File: config.mk
export PLATFORM = sky130hd
export DESIGN_NAME = jtframe_romload
export DESIGN_NICKNAME = d
export VERILOG_FILES = /design/src/verilog/jtframe_romload_pkg.sv /design/src/verilog/jtframe_prog_if.sv /design/src/verilog/jtframe_dwnld_pack.sv /design/src/verilog/jtframe_prog_fifo.sv /design/src/verilog/jtframe_prog_wr.sv /design/src/verilog/jtframe_romload.sv
export SDC_FILE = /design/constraint.sdc
export NUM_CORES = 1
export LEC_CHECK = 0
export ABC_AREA = 1
export BUFFER_PORTS_ARGS = -buffer_cell sky130_fd_sc_hd__buf_2
export CAP_MARGIN = 20
export CORE_ASPECT_RATIO = 1.2
export CORE_MARGIN = 3
export CORE_UTILIZATION = 33
export CTS_BUF_LIST = sky130_fd_sc_hd__clkbuf_4 sky130_fd_sc_hd__clkbuf_8 sky130_fd_sc_hd__clkbuf_16
export DETAILED_ROUTE_END_ITERATION = 10
export GPL_TIMING_DRIVEN = 0
export PLACE_DENSITY = 0.6
export SYNTH_ARGS = -nofsm -noshare
export SYNTH_HDL_FRONTEND = slang
export SYNTH_SLANG_ARGS = --single-unit
File: constraint.sdc
create_clock -name clk_rom -period 5.22 [get_ports clk_rom]
set_input_delay 1.044 -clock clk_rom [delete_from_list [all_inputs] [get_ports clk_rom]]
set_output_delay 1.044 -clock clk_rom [all_outputs]
set_load 0.005 [all_outputs]
File: src/verilog/jtframe_romload_pkg.sv
// ~~~~~~~~~~~~~~~~~~~~~~~~~~~~~~~~~~~~~~~~~~~~~~~~~
// ROM download path shared definitions
// Widths of the I/O controller stream and of the
// SDRAM programming port, plus the writer states
// ~~~~~~~~~~~~~~~~~~~~~~~~~~~~~~~~~~~~~~~~~~~~~~~~~

`default_nettype none

package jtframe_romload_pkg;

    // SDRAM word address width
    localparam int sdramw = 22;

    // I/O controller side
    typedef logic [24:0] ioctl_addr_t;
    typedef logic [ 7:0] ioctl_data_t;

    // SDRAM programming side
    typedef logic [sdramw-1:0] prog_addr_t;
    typedef logic [      15:0] prog_data_t;
    // Set bit means that byte lane is left untouched
    typedef logic [       1:0] prog_mask_t;
    typedef logic [       1:0] prog_ba_t;

    // Programming port writer
    typedef enum logic {
        wr_idle,
        wr_hold
    } wr_state_t;

endpackage

`default_nettype wire

File: src/verilog/jtframe_prog_if.sv
// ~~~~~~~~~~~~~~~~~~~~~~~~~~~~~~~~~~~~~~~~~~~~~~~~~
// One queued SDRAM write with valid/ready
// Transfer on a clock edge with both high
// ~~~~~~~~~~~~~~~~~~~~~~~~~~~~~~~~~~~~~~~~~~~~~~~~~

`timescale 1ns/10ps
`default_nettype none

interface jtframe_prog_if import jtframe_romload_pkg::*; ();

    prog_addr_t addr;
    prog_data_t data;
    prog_mask_t mask;
    prog_ba_t   ba;
    logic       valid;
    logic       ready;

    // Side that offers entries
    modport src (
        output addr,
        output data,
        output mask,
        output ba,
        output valid,
        input  ready
    );

    // Side that accepts entries
    modport dst (
        input  addr,
        input  data,
        input  mask,
        input  ba,
        input  valid,
        output ready
    );

endinterface

`default_nettype wire

File: src/verilog/jtframe_dwnld_pack.sv
// ~~~~~~~~~~~~~~~~~~~~~~~~~~~~~~~~~~~~~~~~~~~~~~~~~
// Download byte packer
// Skips the file header, picks the SDRAM bank by
// offset and turns each byte into a masked word
// write. Flags bytes lost to back-pressure
// ~~~~~~~~~~~~~~~~~~~~~~~~~~~~~~~~~~~~~~~~~~~~~~~~~

`timescale 1ns/10ps
`default_nettype none

module jtframe_dwnld_pack import jtframe_romload_pkg::*; #(
    parameter int header    = 0,
    parameter int ba1_start = 'h100,
    parameter int ba2_start = 'h200,
    parameter int ba3_start = 'h300
)(
    input  logic           clk_rom,
    input  logic           rst_n,
    input  logic           downloading,
    input  ioctl_addr_t    ioctl_addr,
    input  ioctl_data_t    ioctl_data,
    input  logic           ioctl_wr,
    jtframe_prog_if.src    q,
    output logic           ovf
);

    logic        dl_last;
    logic        in_file;
    ioctl_addr_t offset;
    ioctl_addr_t bank_start;
    ioctl_addr_t rel;
    prog_ba_t    bank;

    // Offset into the file past the header
    always_comb begin
        in_file = ioctl_addr >= ioctl_addr_t'(header);
        offset  = ioctl_addr - ioctl_addr_t'(header);
        // Highest bank whose start is not above the offset
        if (offset >= ioctl_addr_t'(ba3_start)) begin
            bank       = 2'd3;
            bank_start = ioctl_addr_t'(ba3_start);
        end else if (offset >= ioctl_addr_t'(ba2_start)) begin
            bank       = 2'd2;
            bank_start = ioctl_addr_t'(ba2_start);
        end else if (offset >= ioctl_addr_t'(ba1_start)) begin
            bank       = 2'd1;
            bank_start = ioctl_addr_t'(ba1_start);
        end else begin
            bank       = 2'd0;
            bank_start = '0;
        end
        rel = offset - bank_start;
    end

    // Control and overflow flag
    always_ff @(posedge clk_rom) begin
        if (!rst_n) begin
            dl_last <= 1'b0;
            q.valid <= 1'b0;
            ovf     <= 1'b0;
        end else begin
            dl_last <= downloading;
            // One cycle offer per accepted byte
            q.valid <= downloading && ioctl_wr && in_file;
            if (downloading && !dl_last) begin
                ovf <= 1'b0;
            end else if (q.valid && !q.ready) begin
                ovf <= 1'b1;
            end
        end
    end

    // Word write built from the byte
    always_ff @(posedge clk_rom) begin
        if (ioctl_wr) begin
            q.addr <= rel[sdramw:1];
            q.data <= {ioctl_data, ioctl_data};
            // Bank starts are even, so rel keeps the byte lane
            q.mask <= rel[0] ? 2'b01 : 2'b10;
            q.ba   <= bank;
        end
    end

endmodule

`default_nettype wire

File: src/verilog/jtframe_prog_fifo.sv
// ~~~~~~~~~~~~~~~~~~~~~~~~~~~~~~~~~~~~~~~~~~~~~~~~~
// Show-ahead FIFO of queued SDRAM writes
// Circular buffer, pointers one bit wider than
// the index to tell full from empty
// ~~~~~~~~~~~~~~~~~~~~~~~~~~~~~~~~~~~~~~~~~~~~~~~~~

`timescale 1ns/10ps
`default_nettype none

module jtframe_prog_fifo import jtframe_romload_pkg::*; #(
    parameter int fifo_depth = 4
)(
    input  logic        clk_rom,
    input  logic        rst_n,
    jtframe_prog_if.dst wr,
    jtframe_prog_if.src rd,
    output logic        empty
);

    localparam int aw = $clog2(fifo_depth);

    prog_addr_t  addr_mem [fifo_depth];
    prog_data_t  data_mem [fifo_depth];
    prog_mask_t  mask_mem [fifo_depth];
    prog_ba_t    ba_mem   [fifo_depth];

    logic [aw:0] wr_ptr;
    logic [aw:0] rd_ptr;
    logic        full;
    logic        push;
    logic        pop;

    // Same index, different wrap bit
    assign full  = (wr_ptr[aw] != rd_ptr[aw]) && (wr_ptr[aw-1:0] == rd_ptr[aw-1:0]);
    assign empty = wr_ptr == rd_ptr;

    // A pop frees the slot the push needs
    assign wr.ready = !full || rd.ready;
    assign push     = wr.valid && wr.ready;
    assign pop      = rd.valid && rd.ready;

    // Head entry presented directly
    assign rd.valid = !empty;
    assign rd.addr  = addr_mem[rd_ptr[aw-1:0]];
    assign rd.data  = data_mem[rd_ptr[aw-1:0]];
    assign rd.mask  = mask_mem[rd_ptr[aw-1:0]];
    assign rd.ba    = ba_mem[rd_ptr[aw-1:0]];

    always_ff @(posedge clk_rom) begin
        if (!rst_n) begin
            wr_ptr <= '0;
            rd_ptr <= '0;
        end else begin
            if (push) begin
                wr_ptr <= wr_ptr + 1'd1;
            end
            if (pop) begin
                rd_ptr <= rd_ptr + 1'd1;
            end
        end
    end

    // Storage
    always_ff @(posedge clk_rom) begin
        if (push) begin
            addr_mem[wr_ptr[aw-1:0]] <= wr.addr;
            data_mem[wr_ptr[aw-1:0]] <= wr.data;
            mask_mem[wr_ptr[aw-1:0]] <= wr.mask;
            ba_mem[wr_ptr[aw-1:0]]   <= wr.ba;
        end
    end

endmodule

`default_nettype wire

File: src/verilog/jtframe_prog_wr.sv
// ~~~~~~~~~~~~~~~~~~~~~~~~~~~~~~~~~~~~~~~~~~~~~~~~~
// SDRAM programming port writer
// Takes one queued write at a time and holds
// prog_we until the controller answers prog_rdy
// ~~~~~~~~~~~~~~~~~~~~~~~~~~~~~~~~~~~~~~~~~~~~~~~~~

`timescale 1ns/10ps
`default_nettype none

module jtframe_prog_wr import jtframe_romload_pkg::*; (
    input  logic        clk_rom,
    input  logic        rst_n,
    jtframe_prog_if.dst q,
    output prog_addr_t  prog_addr,
    output prog_data_t  prog_data,
    output prog_mask_t  prog_mask,
    output prog_ba_t    prog_ba,
    output logic        prog_we,
    input  logic        prog_rdy,
    output logic        idle
);

    wr_state_t state;

    // Only one write in flight
    assign q.ready = state == wr_idle;
    assign idle    = state == wr_idle;

    always_ff @(posedge clk_rom) begin
        if (!rst_n) begin
            state   <= wr_idle;
            prog_we <= 1'b0;
        end else begin
            case (state)
                wr_idle: begin
                    if (q.valid) begin
                        state   <= wr_hold;
                        prog_we <= 1'b1;
                    end
                end
                wr_hold: begin
                    // Controller acknowledge ends the write
                    if (prog_rdy) begin
                        state   <= wr_idle;
                        prog_we <= 1'b0;
                    end
                end
            endcase
        end
    end

    // Address, data and mask stay put while prog_we is high
    always_ff @(posedge clk_rom) begin
        if (q.valid && q.ready) begin
            prog_addr <= q.addr;
            prog_data <= q.data;
            prog_mask <= q.mask;
            prog_ba   <= q.ba;
        end
    end

endmodule

`default_nettype wire

File: src/verilog/jtframe_romload.sv
// ~~~~~~~~~~~~~~~~~~~~~~~~~~~~~~~~~~~~~~~~~~~~~~~~~
// ROM download path
// I/O controller byte stream to SDRAM programming
// port, through packer, FIFO and writer. Reports
// loading busy and lost bytes
// ~~~~~~~~~~~~~~~~~~~~~~~~~~~~~~~~~~~~~~~~~~~~~~~~~

`timescale 1ns/10ps
`default_nettype none

module jtframe_romload import jtframe_romload_pkg::*; #(
    parameter int header     = 0,
    parameter int ba1_start  = 'h100,
    parameter int ba2_start  = 'h200,
    parameter int ba3_start  = 'h300,
    parameter int fifo_depth = 4
)(
    input  logic        clk_rom,
    input  logic        rst_n,
    // I/O controller download
    input  logic        downloading,
    input  ioctl_addr_t ioctl_addr,
    input  ioctl_data_t ioctl_data,
    input  logic        ioctl_wr,
    // SDRAM programming
    output prog_addr_t  prog_addr,
    output prog_data_t  prog_data,
    output prog_mask_t  prog_mask,
    output prog_ba_t    prog_ba,
    output logic        prog_we,
    input  logic        prog_rdy,
    // Status
    output logic        dwnld_busy,
    output logic        dwnld_ovf
);

    logic fifo_empty;
    logic wr_idle_flag;

    jtframe_prog_if pack_q();
    jtframe_prog_if wr_q();

    jtframe_dwnld_pack #(
        .header     ( header      ),
        .ba1_start  ( ba1_start   ),
        .ba2_start  ( ba2_start   ),
        .ba3_start  ( ba3_start   )
    ) u_pack (
        .clk_rom    ( clk_rom     ),
        .rst_n      ( rst_n       ),
        .downloading( downloading ),
        .ioctl_addr ( ioctl_addr  ),
        .ioctl_data ( ioctl_data  ),
        .ioctl_wr   ( ioctl_wr    ),
        .q          ( pack_q      ),
        .ovf        ( dwnld_ovf   )
    );

    jtframe_prog_fifo #(
        .fifo_depth ( fifo_depth  )
    ) u_fifo (
        .clk_rom    ( clk_rom     ),
        .rst_n      ( rst_n       ),
        .wr         ( pack_q      ),
        .rd         ( wr_q        ),
        .empty      ( fifo_empty  )
    );

    jtframe_prog_wr u_wr (
        .clk_rom    ( clk_rom      ),
        .rst_n      ( rst_n        ),
        .q          ( wr_q         ),
        .prog_addr  ( prog_addr    ),
        .prog_data  ( prog_data    ),
        .prog_mask  ( prog_mask    ),
        .prog_ba    ( prog_ba      ),
        .prog_we    ( prog_we      ),
        .prog_rdy   ( prog_rdy     ),
        .idle       ( wr_idle_flag )
    );

    // Game held off until the last write is acknowledged
    always_ff @(posedge clk_rom) begin
        if (!rst_n) begin
            dwnld_busy <= 1'b0;
        end else begin
            dwnld_busy <= downloading || !fifo_empty || !wr_idle_flag;
        end
    end

endmodule

`default_nettype wire

==> flow_metrics.env <==
export IMPL_place_congestion=0.750
export IMPL_cts_root_buf="clkbuf_16"
export IMPL_nets=712
export IMPL_layout_commonest_cell="edfxtp_1"
export IMPL_track_usage_pct=12.1
export IMPL_die_h_um=178
export IMPL_maxSlewViolCount=0
export IMPL_min_period_ps=2700
export IMPL_p_total_mw=4.81
export IMPL_initial_core_util_pct=33.8
export IMPL_grt_max_degree=37
export IMPL_via_per_inst=4.57
export IMPL_final_cell_mix="edfxtp_1, buf_2, nor2_1, o21ai_0, o22ai_1"
export IMPL_grt_setup_unrepaired="false"
export IMPL_power_per_cell_area_mw_per_mm2=493
export IMPL_area_growth_syn_to_layout_pct=19.9
export IMPL_synth_top_cell_by_area="edfxtp_1"
export IMPL_worstMarginPinSlew_ps=950
export IMPL_wl_um=16300
export IMPL_seq_area_frac_synth_pct=78.4
export IMPL_yosys_area_top_type_share_pct=75.4
export IMPL_antenna_cells=0
export IMPL_drive_gt1_share_pct=22.4
export IMPL_cts_resized=0
export IMPL_postRouteAntennaNets=0
export IMPL_grt_ovfl_total=0
export IMPL_cts_tree="done"
export IMPL_antenna_found_initial=0
export IMPL_r2r_slack_ps=3150
export IMPL_rows=62
export IMPL_grt_pass1_wl_um=24800
export IMPL_drt_iter0_drc=248
export IMPL_cp_data_required_time_ps=5450
export IMPL_die_area_mm2=0.0265
export IMPL_synth_seq_cells=216
export IMPL_outcome="finished clean"
export IMPL_p_leak_nw=3.42
export IMPL_cts_buffers=22
export IMPL_period_share_pct=51.7
export IMPL_synth_area_leaders="edfxtp_1, o21ai_0, nor2_1"
export IMPL_die_w_um=149
export IMPL_io_pins=83
export IMPL_syn_cell_area_mm2=0.00812
export IMPL_cts_sinks=216
export IMPL_numPortBuffers=82
export IMPL_drc_errors=0
export IMPL_startpoint_type="input port"
export IMPL_cts_clk_slew_worst_paths_ps=60
export IMPL_grt_pass1_vias=4604
export IMPL_finalHoldViolCount=0
export IMPL_setup_violations_final=0
export IMPL_clock_fmax_ghz=0.370
export IMPL_firstDrtPassIters=4
export IMPL_detailed_place_area_mm2=0.00905
export IMPL_clock_latency_ps=490
export IMPL_vias=4581
export IMPL_r2r_cells=9
export IMPL_endpoint_kind="flip-flop"
export IMPL_syn_area_per_cell_um2=14.6
export IMPL_min_path_type="flip-flop to flip-flop"
export IMPL_hpwl_um=10300
export IMPL_htreeDepth=1
export IMPL_core_mm2=0.0240
export IMPL_crit_fanout=4
export IMPL_cap_violations=0
export IMPL_finalClockSkew_ps=9.48
export IMPL_slew_headroom_pct=36.7
export IMPL_post_drt_wl_per_cell_um=16.2
export IMPL_design_area_mm2=0.00974
export IMPL_peakVddDrop_mv=0.218
export IMPL_clockBufferDepth=3
export IMPL_synth_cells=556
export IMPL_crit_type="input port to flip-flop"
export IMPL_utilization_pct=40.5
export IMPL_yosys_warnings=0
export IMPL_cts_setup_buffers=0
export IMPL_hold_path_cell_count=2
export IMPL_synth_cell_types=29
export IMPL_fin_setup_tns_ps=0
export IMPL_cp_arrival_ps=2930
export IMPL_hold_buffers=0
export IMPL_syn_nets=602
[cells by family (layout without fill, tap and decap cells)]
group | Yosys count | after routing | synth area share [%]
XOR/XNOR | 15 | 15 | 1.62
buffers and inverters | 61 | 187 | 3.50
AO/OA/AOI/OAI | 112 | 112 | 7.42
AND/OR/NAND/NOR | 144 | 144 | 7.76
adder cells (fa/ha/maj) | 8 | 8 | 1.32
flip-flops | 216 | 216 | 78.4
[through the flow]
| step | hold WS, ps | cells | worst slack, ps |
|---|---|---|---|
| after CTS | 456 | 1002 | 2500 |
| final | 453 | 1002 | 2520 |
| after detailed placement | 446 | 962 | 1990 |
| after global placement | 441 | 958 | 1150 |
| after global routing | 473 | 1002 | 2340 |
| after floorplan | 444 | 556 | 2390 |
[final cells by class]
class / instances / area [um^2]
clock buffer: 25 / 591
fill: 2257 / 14300
multi-input combinational: 279 / 1500
timing repair buffer: 86 / 498
buffer: 30 / 163
tap: 320 / 400
clock inverter: 15 / 101
inverter: 31 / 121
sequential: 216 / 6370
[flip-flops by register name, indices dropped and copies added, names as in the netlist, 8 cells and up]
signal	cells
u_fifo.mask_mem	8
u_fifo.ba_mem	8
u_pack.q.addr	22
u_wr.prog_data	8
u_fifo.addr_mem	88
u_pack.q.data	8
u_wr.prog_addr	22
u_fifo.data_mem	32
[Yosys cell counts]
| cell | instances |
|---|---|
| edfxtp_1 | 204 |
| nor2_1 | 85 |
| o21ai_0 | 70 |
| o22ai_1 | 34 |
| inv_1 | 27 |
| nand2_1 | 25 |
| clkbuf_1 | 17 |
| dfxtp_1 | 12 |
| nand3_1 | 12 |
| buf_4 | 11 |
| xor2_1 | 10 |
| a21oi_1 | 7 |
| ha_1 | 7 |
| nand2_2 | 7 |
| xnor2_1 | 5 |
| nand4_1 | 4 |
| nor2_2 | 3 |
| inv_2 | 2 |
| inv_4 | 2 |
| nor2_4 | 2 |
| nor3_1 | 2 |
| and3_1 | 1 |
| buf_2 | 1 |
| buf_6 | 1 |
| fa_1 | 1 |
| nand2_4 | 1 |
| nand3b_1 | 1 |
| nor3b_2 | 1 |
| o21ai_1 | 1 |
[per-layer routing]
layer	share of wire (%)	vias to the layer above	global-route usage, %
met5	0	-	0
met4	1.9	0	3.62
met3	5.1	19	1.94
met2	51	118	21.3
met1	42	2209	15.3
li1	-	2235	-
[path summary, 6_finish.rpt]
| path | end | from |
|---|---|---|
| min | u_pack.ovf$_SDFFE_PP0P_ | u_pack.ovf$_SDFFE_PP0P_ |
| max | u_pack.q.addr[21]$_DFFE_PP_ | ioctl_addr[20] |
| max reg2reg | u_fifo.addr_mem[1][6]$_DFFE_PP_ | u_fifo.rd_ptr[0]$_SDFFE_PN0P_ |
| min reg2reg | u_pack.ovf$_SDFFE_PP0P_ | u_pack.ovf$_SDFFE_PP0P_ |
[report_power, final]
| group | switching (mW) | internal, mW |
|---|---|---|
| logic | 0.675 | 0.372 |
| registers | 0.0789 | 2.21 |
| clock network | 0.612 | 0.862 |
[worst max-delay path: stages]
cell and delay [ps]:
buf_2 120, nor2_1 100, nand3_1 120, nor3b_2 320
nand4_1 130, ha_1 240, fa_1 410, nand3_1 170
nor2_2 90, nand3_1 100, xnor2_1 80
Note: power is estimated with default switching activity, not from simulation.
